### src/jag_abus_params.svh
//~~~~~~~~~~~~~~~~~~~~~~~~~~~~~~
// Address bus widths, region codes,
// device codes and port width codes
//~~~~~~~~~~~~~~~~~~~~~~~~~~~~~~
`ifndef JAG_ABUS_PARAMS_SVH
`define JAG_ABUS_PARAMS_SVH

// Bus widths
`define JAG_ADDR_W 24
`define JAG_MA_W 11
`define JAG_DR_W 16

// Region codes on the top three address bits, romhi low
`define JAG_RGN_DEV 3'b000
`define JAG_RGN_ROM1 3'b001

// Device window on address bits 20..17
`define JAG_DEV_WIN 4'b1000

// Device codes on bits 20..16
`define JAG_DEV_INT 5'b10000
`define JAG_DEV_EXT 5'b10001

// Port width codes, _A and 32 compare on bits 20..15
`define JAG_DEV16_A 6'b100000
`define JAG_DEV16_B 5'b10001
`define JAG_DEV32 6'b100001

// DRAM row field starts here before the cols/dwid shift
`define JAG_ROW_LSB 8

`endif
### src/jag_abus_pkg.sv
//~~~~~~~~~~~~~~~~~~~~~~~~~~~~~~
// Configuration, select and address types
//~~~~~~~~~~~~~~~~~~~~~~~~~~~~~~
`default_nettype none

`include "jag_abus_params.svh"

package jag_abus_pkg;

	// One CPU address
	typedef logic [`JAG_ADDR_W-1:0] addr_t;

	// MEMCON1 bits 0..14, bit 15 reads 0
	typedef struct packed {
		logic cpu32;
		logic nocpu;
		logic [1:0] iospd;
		// Bits 8..10 unused, always 0
		logic [2:0] rsvd;
		logic fastrom;
		logic [1:0] dspd;
		logic [1:0] romspd;
		logic [1:0] romwid;
		logic romhi;
	} memcon1_t;

	// MEMCON2 bits 0..7, geometry of both DRAM banks
	typedef struct packed {
		logic [1:0] dwid1;
		logic [1:0] cols1;
		logic [1:0] dwid0;
		logic [1:0] cols0;
	} memcon2_t;

	// Decoded selects for one bus cycle
	typedef struct packed {
		logic rom;
		// ROM outside the device-bearing region
		logic rom1;
		logic fintdev;
		logic fextdev;
		logic bank1;
		logic bank0;
		// 0 = 8, 1 = 16, 2 = 32, 3 = 64 bit
		logic [1:0] mw;
	} mem_sel_t;

	// One bank's column count and data width codes
	typedef struct packed {
		logic [1:0] cols;
		logic [1:0] dwid;
	} bank_geom_t;

endpackage

`default_nettype wire

### src/jag_abus_top.sv
//~~~~~~~~~~~~~~~~~~~~~~~~~~~~~~
// Address bus section top level
//~~~~~~~~~~~~~~~~~~~~~~~~~~~~~~
`timescale 1ns/1ps
`default_nettype none

`include "jag_abus_params.svh"

module jag_abus_top (
	input wire logic sys_clk,
	input wire logic resetl,
	input wire jag_abus_pkg::addr_t addr,
	input wire logic mreq,
	input wire logic ack,
	input wire logic mux,
	input wire logic newrow,
	input wire logic resrow,
	input wire logic [`JAG_DR_W-1:0] din,
	input wire logic memc1w,
	input wire logic memc2w,
	input wire logic memc1r,
	input wire logic memc2r,
	output logic [`JAG_DR_W-1:0] dr_out,
	output logic dr_oe,
	output jag_abus_pkg::memcon1_t cfg1,
	output logic fdram,
	output logic fintdev,
	output logic fextdev,
	output logic from,
	output logic [1:0] mw,
	output logic [3:0] bs,
	output logic dram,
	output logic intdev,
	output logic [`JAG_MA_W-1:0] ma,
	output logic match
);

	jag_abus_pkg::memcon2_t mc2;
	jag_abus_pkg::bank_geom_t geom0;
	jag_abus_pkg::bank_geom_t geom1;
	jag_abus_pkg::mem_sel_t sel_now;
	jag_abus_pkg::mem_sel_t sel_q;
	logic mset;
	logic bank1_cur;
	logic [`JAG_MA_W-1:0] row0;
	logic [`JAG_MA_W-1:0] row1;
	logic [`JAG_MA_W-1:0] mad;
	logic hit0;
	logic hit1;
	logic load0;
	logic load1;

	// Per-bank geometry from MEMCON2
	assign geom0 = '{cols: mc2.cols0, dwid: mc2.dwid0};
	assign geom1 = '{cols: mc2.cols1, dwid: mc2.dwid1};

	// Early decode straight out
	assign fdram = sel_now.bank0 | sel_now.bank1;
	assign fintdev = sel_now.fintdev;
	assign fextdev = sel_now.fextdev;
	assign from = sel_now.rom;
	assign mw = sel_now.mw;

	// Row loads follow the latched bank
	assign load0 = newrow & sel_q.bank0;
	assign load1 = newrow & sel_q.bank1;

	memcon_regs u_regs (
		.sys_clk(sys_clk), .resetl(resetl), .din(din),
		.memc1w(memc1w), .memc2w(memc2w), .memc1r(memc1r), .memc2r(memc2r),
		.mc1(cfg1), .mc2(mc2), .mset(mset), .dr_out(dr_out), .dr_oe(dr_oe)
	);

	addr_decode u_decode (
		.addr(addr), .mreq(mreq), .mc1(cfg1), .mset(mset),
		.geom0(geom0), .geom1(geom1), .sel_now(sel_now)
	);

	dram_addr_mux u_mux (
		.addr(addr), .geom0(geom0), .geom1(geom1), .bank1_cur(bank1_cur),
		.mux(mux), .row0(row0), .row1(row1), .mad(mad)
	);

	row_page_tracker #(.BANK(0)) u_trk0 (
		.sys_clk(sys_clk), .resetl(resetl), .row(row0),
		.load(load0), .clear(resrow), .hit(hit0)
	);

	row_page_tracker #(.BANK(1)) u_trk1 (
		.sys_clk(sys_clk), .resetl(resetl), .row(row1),
		.load(load1), .clear(resrow), .hit(hit1)
	);

	cycle_latch u_latch (
		.sys_clk(sys_clk), .resetl(resetl), .ack(ack), .sel_now(sel_now),
		.mad(mad), .hit0(hit0), .hit1(hit1), .sel_q(sel_q),
		.bank1_cur(bank1_cur), .bs(bs), .dram(dram), .intdev(intdev),
		.ma(ma), .match(match)
	);

endmodule

`default_nettype wire

### src/cycle_latch.sv
//~~~~~~~~~~~~~~~~~~~~~~~~~~~~~~
// Cycle select latch, ma register
// and page match
//~~~~~~~~~~~~~~~~~~~~~~~~~~~~~~
`timescale 1ns/1ps
`default_nettype none

`include "jag_abus_params.svh"

module cycle_latch (
	input wire logic sys_clk,
	input wire logic resetl,
	input wire logic ack,
	input wire jag_abus_pkg::mem_sel_t sel_now,
	input wire logic [`JAG_MA_W-1:0] mad,
	input wire logic hit0,
	input wire logic hit1,
	output jag_abus_pkg::mem_sel_t sel_q,
	output logic bank1_cur,
	output logic [3:0] bs,
	output logic dram,
	output logic intdev,
	output logic [`JAG_MA_W-1:0] ma,
	output logic match
);

	// Selects held between acks
	always_ff @(posedge sys_clk) begin
		if (!resetl) begin
			sel_q <= '0;
			ma <= '0;
		end else begin
			if (ack) begin
				sel_q <= sel_now;
			end
			// DRAM address out is one cycle behind mad
			ma <= mad;
		end
	end

	// Current bank looks through the latch during ack
	assign bank1_cur = ack ? sel_now.bank1 : sel_q.bank1;

	assign bs = {sel_q.bank0, sel_q.bank1, sel_q.rom1, sel_q.rom};
	assign dram = sel_q.bank0 | sel_q.bank1;
	assign intdev = sel_q.fintdev;

	// Page hit only counts for the bank of the latched cycle
	assign match = (hit0 & sel_q.bank0) | (hit1 & sel_q.bank1);

endmodule

`default_nettype wire

### src/row_page_tracker.sv
//~~~~~~~~~~~~~~~~~~~~~~~~~~~~~~
// Open row tracker for one DRAM bank
//~~~~~~~~~~~~~~~~~~~~~~~~~~~~~~
`timescale 1ns/1ps
`default_nettype none

`include "jag_abus_params.svh"

module row_page_tracker #(
	parameter int BANK = 0
) (
	input wire logic sys_clk,
	input wire logic resetl,
	input wire logic [`JAG_MA_W-1:0] row,
	input wire logic load,
	input wire logic clear,
	output logic hit
);

	logic [`JAG_MA_W-1:0] open_row;
	logic valid;

	// Row store
	always_ff @(posedge sys_clk) begin
		if (load) begin
			open_row <= row;
		end
	end

	// Load wins over clear
	always_ff @(posedge sys_clk) begin
		if (!resetl) begin
			valid <= 1'b0;
		end else if (load) begin
			valid <= 1'b1;
		end else if (clear) begin
			valid <= 1'b0;
		end
	end

	assign hit = valid && (row == open_row);

endmodule

`default_nettype wire

### src/dram_addr_mux.sv
//~~~~~~~~~~~~~~~~~~~~~~~~~~~~~~
// DRAM row and column address mux
//~~~~~~~~~~~~~~~~~~~~~~~~~~~~~~
`timescale 1ns/1ps
`default_nettype none

`include "jag_abus_params.svh"

module dram_addr_mux (
	input wire jag_abus_pkg::addr_t addr,
	input wire jag_abus_pkg::bank_geom_t geom0,
	input wire jag_abus_pkg::bank_geom_t geom1,
	input wire logic bank1_cur,
	input wire logic mux,
	output logic [`JAG_MA_W-1:0] row0,
	output logic [`JAG_MA_W-1:0] row1,
	output logic [`JAG_MA_W-1:0] mad
);

	jag_abus_pkg::bank_geom_t gsel;
	jag_abus_pkg::addr_t col_sh;

	// Row field sits above the column and byte lanes
	function automatic logic [`JAG_MA_W-1:0] row_of(
		input jag_abus_pkg::bank_geom_t g,
		input jag_abus_pkg::addr_t a
	);
		logic [2:0] cw;
		jag_abus_pkg::addr_t sh;
		cw = 3'(g.cols) + 3'(g.dwid);
		// Widest geometry leaves ten row bits under a zero
		sh = a >> (`JAG_ROW_LSB + cw);
		return sh[`JAG_MA_W-1:0];
	endfunction

	assign row0 = row_of(geom0, addr);
	assign row1 = row_of(geom1, addr);

	// Column drops the byte lanes of the selected bank
	assign gsel = bank1_cur ? geom1 : geom0;
	assign col_sh = addr >> gsel.dwid;

	// Row phase on mux high
	assign mad = mux ? (bank1_cur ? row1 : row0) : col_sh[`JAG_MA_W-1:0];

endmodule

`default_nettype wire

### src/addr_decode.sv
//~~~~~~~~~~~~~~~~~~~~~~~~~~~~~~
// Address decode into region selects
// and port width
//~~~~~~~~~~~~~~~~~~~~~~~~~~~~~~
`timescale 1ns/1ps
`default_nettype none

`include "jag_abus_params.svh"

module addr_decode (
	input wire jag_abus_pkg::addr_t addr,
	input wire logic mreq,
	input wire jag_abus_pkg::memcon1_t mc1,
	input wire logic mset,
	input wire jag_abus_pkg::bank_geom_t geom0,
	input wire jag_abus_pkg::bank_geom_t geom1,
	output jag_abus_pkg::mem_sel_t sel_now
);

	logic [2:0] hi;
	logic [2:0] hi_eff;
	logic dev_win;
	logic dev32;
	logic rgn0;
	logic rgn1;
	logic rgn_b1;
	logic rgn_b0;

	// romhi mirrors the map, so fold it onto the romlo table
	assign hi = addr[`JAG_ADDR_W-1 -: 3];
	assign hi_eff = mc1.romhi ? ~hi : hi;

	assign dev_win = addr[20:17] == `JAG_DEV_WIN;
	assign dev32 = addr[20:15] == `JAG_DEV32;

	// Boot map is one device-bearing ROM region
	assign rgn0 = !mset || (hi_eff == `JAG_RGN_DEV);
	assign rgn1 = mset && ((hi_eff == `JAG_RGN_ROM1) || (hi_eff[2:1] == 2'b01));
	assign rgn_b1 = mset && (hi_eff[2:1] == 2'b10);
	assign rgn_b0 = mset && (hi_eff[2:1] == 2'b11);

	always_comb begin
		sel_now = '0;
		// ROM excludes the device window
		sel_now.rom = mreq && ((rgn0 && !dev_win) || rgn1);
		sel_now.rom1 = mreq && rgn1;
		sel_now.fintdev = mreq && rgn0 && (addr[20:16] == `JAG_DEV_INT);
		sel_now.fextdev = mreq && rgn0 && (addr[20:16] == `JAG_DEV_EXT);
		sel_now.bank1 = mreq && rgn_b1;
		sel_now.bank0 = mreq && rgn_b0;

		// Port width, not gated by mreq
		if (rgn_b1) begin
			sel_now.mw = geom1.dwid;
		end else if (rgn_b0) begin
			sel_now.mw = geom0.dwid;
		end else if (rgn0 && dev_win) begin
			// Window holds only 16 and 32 bit devices
			if (dev32) begin
				sel_now.mw = 2'd2;
			end else begin
				sel_now.mw = 2'd1;
			end
		end else begin
			sel_now.mw = mc1.romwid;
		end
	end

endmodule

`default_nettype wire

### src/memcon_regs.sv
//~~~~~~~~~~~~~~~~~~~~~~~~~~~~~~
// MEMCON1/MEMCON2 registers, memory-set
// flag and data bus readback
//~~~~~~~~~~~~~~~~~~~~~~~~~~~~~~
`timescale 1ns/1ps
`default_nettype none

`include "jag_abus_params.svh"

module memcon_regs (
	input wire logic sys_clk,
	input wire logic resetl,
	input wire logic [`JAG_DR_W-1:0] din,
	input wire logic memc1w,
	input wire logic memc2w,
	input wire logic memc1r,
	input wire logic memc2r,
	output jag_abus_pkg::memcon1_t mc1,
	output jag_abus_pkg::memcon2_t mc2,
	output logic mset,
	output logic [`JAG_DR_W-1:0] dr_out,
	output logic dr_oe
);

	// Keeps bits 8..10 of MEMCON1 at zero
	localparam logic [14:0] MC1_MASK = 15'h78ff;

	logic [`JAG_DR_W-1:0] rd1;
	logic [`JAG_DR_W-1:0] rd2;

	// Writes land on the strobe edge
	always_ff @(posedge sys_clk) begin
		if (!resetl) begin
			mc1 <= '0;
			mc2 <= '0;
			mset <= 1'b0;
		end else begin
			if (memc1w) begin
				mc1 <= jag_abus_pkg::memcon1_t'(din[14:0] & MC1_MASK);
				// First MEMCON1 write ends the boot map
				mset <= 1'b1;
			end
			if (memc2w) begin
				mc2 <= jag_abus_pkg::memcon2_t'(din[7:0]);
			end
		end
	end

	// Zero-extended register images
	assign rd1 = `JAG_DR_W'(mc1);
	assign rd2 = `JAG_DR_W'(mc2);

	// Shared bus, both strobes together OR the images
	assign dr_out = ({`JAG_DR_W{memc1r}} & rd1) | ({`JAG_DR_W{memc2r}} & rd2);
	assign dr_oe = memc1r | memc2r;

endmodule

`default_nettype wire

### config.mk
export PLATFORM = sky130hd
export DESIGN_NAME = jag_abus_top
export DESIGN_NICKNAME = d
export VERILOG_FILES = /design/src/jag_abus_pkg.sv /design/src/jag_abus_top.sv /design/src/cycle_latch.sv /design/src/row_page_tracker.sv /design/src/dram_addr_mux.sv /design/src/addr_decode.sv /design/src/memcon_regs.sv
export VERILOG_INCLUDE_DIRS = /design/src
export SDC_FILE = /design/constraint.sdc
export NUM_CORES = 1
export LEC_CHECK = 0
export BUFFER_PORTS_ARGS = -buffer_cell sky130_fd_sc_hd__buf_2
export CAP_MARGIN = 20
export CORE_MARGIN = 1.5
export CORE_UTILIZATION = 42
export CTS_BUF_LIST = sky130_fd_sc_hd__clkbuf_2 sky130_fd_sc_hd__clkbuf_4 sky130_fd_sc_hd__clkbuf_8
export DETAILED_ROUTE_END_ITERATION = 12
export HOLD_SLACK_MARGIN = 0.06
export PLACE_DENSITY = 0.65
export SKIP_CTS_REPAIR_TIMING = 1
export SKIP_LAST_GASP = 1
export SYNTH_ARGS = -nofsm -noshare
export SYNTH_HDL_FRONTEND = slang
export SYNTH_HIERARCHICAL = 1
export SYNTH_SLANG_ARGS = --single-unit
### constraint.sdc
create_clock -name sys_clk -period 7.4 [get_ports sys_clk]
set_input_delay 0.74 -clock sys_clk [delete_from_list [all_inputs] [get_ports sys_clk]]
set_output_delay 0.74 -clock sys_clk [all_outputs]
set_load 0.1 [all_outputs]
; ---- Yosys cells after proc, flatten, opt, wreduce, memory -nomap -nowiden
; Index checks and enable logic that the tools add are counted.
[classes]
addsub = 4
eq_ne = 10
shift = 3
muxes = 12
n_bitwise = 12
n_reduce_logical = 22
[op_table]
columns = cell, count
row1 = 24-bit by 32-bit right shift with 11-bit output, 2
row2 = 24-bit by 2-bit right shift with 11-bit output, 1
row3 = 11-bit equality test, 2
row4 = 11-bit 2-to-1 mux, 2
row5 = 16-bit by 15-bit bitwise AND with 16-bit output, 1
row6 = 16-bit by 8-bit bitwise AND with 16-bit output, 1
row7 = 16-bit OR, 1
row8 = 1-bit logical AND, 14
row9 = 4-bit by 3-bit adder with 5-bit output (first input constant), 2
row10 = 5-bit equality test (second input constant), 2
row11 = 2-bit 2-to-1 mux, 5
row12 = 2-bit by 2-bit adder with 3-bit output, 2
row13 = 6-bit equality test (second input constant), 1
row14 = 1-bit bitwise AND, 4
row15 = 2-bit equality test (second input constant), 2
row16 = 4-bit equality test (second input constant), 1
row17 = 1-bit 2-to-1 mux, 4
row18 = 1-bit OR, 4
row19 = 2-bit nonzero test, 2
row20 = 3-bit by 1-bit equality test with 1-bit output (second input constant), 1
row21 = 3-bit logical NOT, 1
row22 = 1-bit logical OR, 3
row23 = 3-bit 2-to-1 mux, 1
row24 = 3-bit inverter, 1
row25 = other kinds (2), 3
[word_totals]
reg_bits = 61
in_bits = 51
out_inout_bits = 56
wordCells = 86

; ---- Logic depth before layout (Yosys ltp)
[depth]
word_depth = 9
ltp_mapped = 12

; ---- Modules after synthesis
; The synthesis kept the hierarchy.
[by_module_without_submodules]
columns = module, n_inst, cells_each, area_per_inst_um2, seq_area_each_um2
row1 = dram_addr_mux, 1, 172, 1589.0, 0.0
row2 = row_page_tracker, 2, 29, 489.2, 350.3
row3 = memcon_regs, 1, 90, 967.2, 420.4
row4 = cycle_latch, 1, 55, 654.4, 380.4
row5 = addr_decode, 1, 40, 271.5, 0.0
row6 = jag_abus_top, 1, 3, 18.8, 0.0

; ---- Worst setup path before layout
; Ideal clock, no wire load.
[synth_timing]
path_kind = register -> output
start = register u_regs/mc2[6] (netlist name)
end = output port match
arrival_ns = 3.335
slack_ns = 3.325
path_stages_with_launch = 12
n_path_buf = 2
path_cell_list = dfxtp_1 -> ha_1 -> inv_1 -> fa_1 -> buf_2 -> buf_6 -> mux2_2 -> mux4_2 -> xnor2_1 -> nand4_1 -> nor3_2 -> a22o_1
[synth_between]
elab_chain_len = 7
[synth_lines]
columns = item, line
row1 = 2-bit by 2-bit adder with 3-bit output, dram_addr_mux.sv:30  ; cw = 3'(g.cols) + 3'(g.dwid);
row2 = 4-bit by 3-bit adder with 5-bit output (no line), n/a
row3 = 24-bit by 32-bit right shift with 11-bit output, dram_addr_mux.sv:32  ; sh = a >> (`JAG_ROW_LSB + cw);
row4 = net row1[9], jag_abus_top.sv:46  ; logic [`JAG_MA_W-1:0] row1;
row5 = 11-bit equality test, row_page_tracker.sv:41  ; assign hit = valid && (row == open_row);
row6 = 1-bit logical AND, row_page_tracker.sv:41
row7 = net hit1, jag_abus_top.sv:49  ; logic hit1;
row8 = 1-bit bitwise AND, cycle_latch.sv:49  ; assign match = (hit0 & sel_q.bank0) | (hit1 & sel_q.bank1);
row9 = 1-bit OR, cycle_latch.sv:49
row10 = to (decl), jag_abus_top.sv:35  ; output logic match
; The timed path passes the listed nets, and every way through them passes these cells.

; ---- Final worst setup path
[layout_timing]
start = register u_regs/mc2[6] (netlist name)
end = output port match
[layout_between]
elab_chain_len = 7
[layout_lines]
columns = item, line
row1 = 2-bit by 2-bit adder with 3-bit output, dram_addr_mux.sv:30
row2 = 4-bit by 3-bit adder with 5-bit output (no line), n/a
row3 = 24-bit by 32-bit right shift with 11-bit output, dram_addr_mux.sv:32
row4 = net row1[9], jag_abus_top.sv:46
row5 = 11-bit equality test, row_page_tracker.sv:41
row6 = 1-bit logical AND, row_page_tracker.sv:41
row7 = net hit1, jag_abus_top.sv:49
row8 = 1-bit bitwise AND, cycle_latch.sv:49
row9 = 1-bit OR, cycle_latch.sv:49
; The timed path passes the listed nets, and every way through them passes these cells.

==> impl_metrics.yaml <==
global_routing:
  overflow: 0
  antenna_found_initial: 0
  grt_max_degree: 40
  grt_pass1_wl_mm: 16.7
  grtUsageTotal_pct: 19.3
  grt_pass1_vias: 3226
floorplan:
  ios: 107
  core_um2: 9910
  rows: 36
  die_x_um: 105
  die_h_um: 105
  start_util_pct: 43.9
  fp.dieArea_um2: 11000
detailed_routing:
  drt_iter0_drc: 236
  route.met3.wl_um: 573
  drt_first_pass_iters: 5
  wire_per_inst_um: 17.2
  route.met2.wl_mm: 5.05
  drc_errors: 0
  drt-total-wl_mm: 10.7
  num_vias: 3496
  postRouteAntennaNets: 0
  drt-vias-per-instance: 5.60
  m1WireLength_mm: 4.97
  highest_layer: "met4"
worst_setup_path:
  crit_type: "reg -> out"
  critPathBufInv: 2
  slowest_delay_ns: 0.90
  crit_path_max_fanout: 16
  cpLargestDelayFamily: "adder cells"
  cp_slowest_cell: "fa_1"
  start_kind: "flip-flop"
  required_ns: 6.66
  cp-end-kind: "output port"
  arrival_ns: 4.06
  worstPathCellList: "ha_1 > inv_1 > fa_1 > mux2_2 > mux4_2 > xnor2_1 > nand4_1 > nor3_2 > a22o_1 > buf_2"
logic_synthesis:
  syn_area_um2: 4350
  syn_inst: 406
  yosys_warnings: 6
  avgSynthCellArea_um2: 10.7
power_and_ir_drop:
  powerDensity_nw_per_um2: 229
  p_leak_uw: 0.00211
  fin_total_pwr_uw: 1160
  p_comb_share_pct: 35.7
  irDropWorstVdd_mv: 0.101
  p_sw_share_pct: 37.1
  p_switching_uw: 429
  p_seq_share_pct: 32.6
  internal_power_uw: 727
  clockPowerShare_pct: 31.8
sta:
  tightest_slew_ns: 0.735
  hold_violations: 0
  period_minus_slack_ns: 4.80
  finalCritPeriodShare_pct: 64.8
  drv_slew: 0
  max_freq_mhz: 208
  setup_violations: 0
  setup_tns_ns: 0
  fin_skew_ns: 0.0114
  slew_headroom_pct: 51.0
  rsz0062_at_grt: "false"
layout:
  diodes: 0
  stdcell_count: 624
  layout-drive-gt1-share_pct: 32.4
  synthToLayoutAreaGrowth_pct: 16.0
  layout.nets: 541
outcome:
  status: "completed"
cts:
  cts_made_buffers: 9
  cts_root_buf: "clkbuf_8"
  path_clk_slew_ns: 0.08
  worstSkewPairLatency_ns: 0.34
  htreeDepth: 3
  clockBufferDepth: 2
  cts.sinks: 61
  cts_tree: "done"
worst_hold_path:
  worst_hold_path_type: "reg -> reg"
job:
  max-cap-violations: 0
place:
  dp_cells: 607
  dp_hpwl_mm: 8.03
  gp_congestion: 0.858
  port_buffers: 95
-- worst min-delay path: stages (launching register included) --
cell	delay [ns]
dfxtp_1	0.33
mux2i_1	0.06
nor2b_1	0.09
-- per-stage QoR --
| step | util [%] | hold slack [ns] | cell area [um^2] | setup slack [ns] |
|---|---|---|---|---|
| 6_report | 50.9 | 0.514 | 5040 | 2.60 |
| 5_1_grt | 50.9 | 0.536 | 5040 | 2.45 |
| 4_1_cts | 50.8 | 0.518 | 5040 | 2.61 |
| 3_5_place_dp | 48.4 | 0.501 | 4790 | 3.00 |
| 3_3_place_gp | 48.4 | 0.491 | 4790 | 3.02 |
| 2_1_floorplan | - | 0.506 | 4370 | 3.32 |
-- placed cells by master (no fill, tap or decap), types with 4 or more instances in the layout --
cell and count:
a221o_1 23, a22o_1 10, and2_1 22, buf_2 95
clkbuf_8 9, conb_1 7, dfxtp_1 39, edfxtp_1 22
inv_1 11, mux2_2 20, mux2i_1 51, mux4_2 14
nand2_1 11, nand2b_1 9, nand4_1 7, nor2_1 11
nor2b_1 42, o21a_1 4, o22ai_1 11, o2bb2ai_1 4
xnor2_1 22
-- power groups by stage --
stage | clock network [uW] | registers (uW) | logic (uW)
2_1_floorplan | 0 | 460 | 259
3_3_place_gp | 0 | 384 | 404
3_5_place_dp | 0 | 384 | 409
4_1_cts | 374 | 377 | 410
5_1_grt | 392 | 378 | 433
6_report | 367 | 377 | 412
-- final cells by class --
class	count	area [um^2]
multi-input cells	306	2660
clock inverters	6	111
repair buffers	97	490
well taps	133	166
fillers	951	4870
flip-flops and latches	61	1440
inverters	11	41.3
clock buffers	10	131
-- final timing paths --
check / from / end / slack [ns] / depth (start not counted)
setup / recovery: u_regs/mc2[6] / match / 2.60 / 10
hold / removal: u_latch/intdev / u_latch/intdev / 0.51 / 2
setup reg to reg: u_regs/mc2[6] / u_latch/ma[6] / 4.17 / 7
hold reg to reg: u_latch/intdev / u_latch/intdev / 0.51 / 2
-- per-layer routing --
metal / global-route usage (%) / vias up
met3: 4.05 / 14
met2: 30.0 / 124
met1: 26.7 / 1693
met5: 0 / -
li1: - / 1665
met4: 6.36 / 0
-- state kept, by name (all words and copies together), names as in the netlist, 4 cells and up --
| name | flops |
|---|---|
| u_latch/bs | 4 |
| u_latch/ma | 11 |
| u_regs/mc1 | 12 |
| u_regs/mc2 | 8 |
| u_trk0/open_row | 11 |
| u_trk1/open_row | 11 |
No activity file was read; power rests on OpenSTA's default activity.
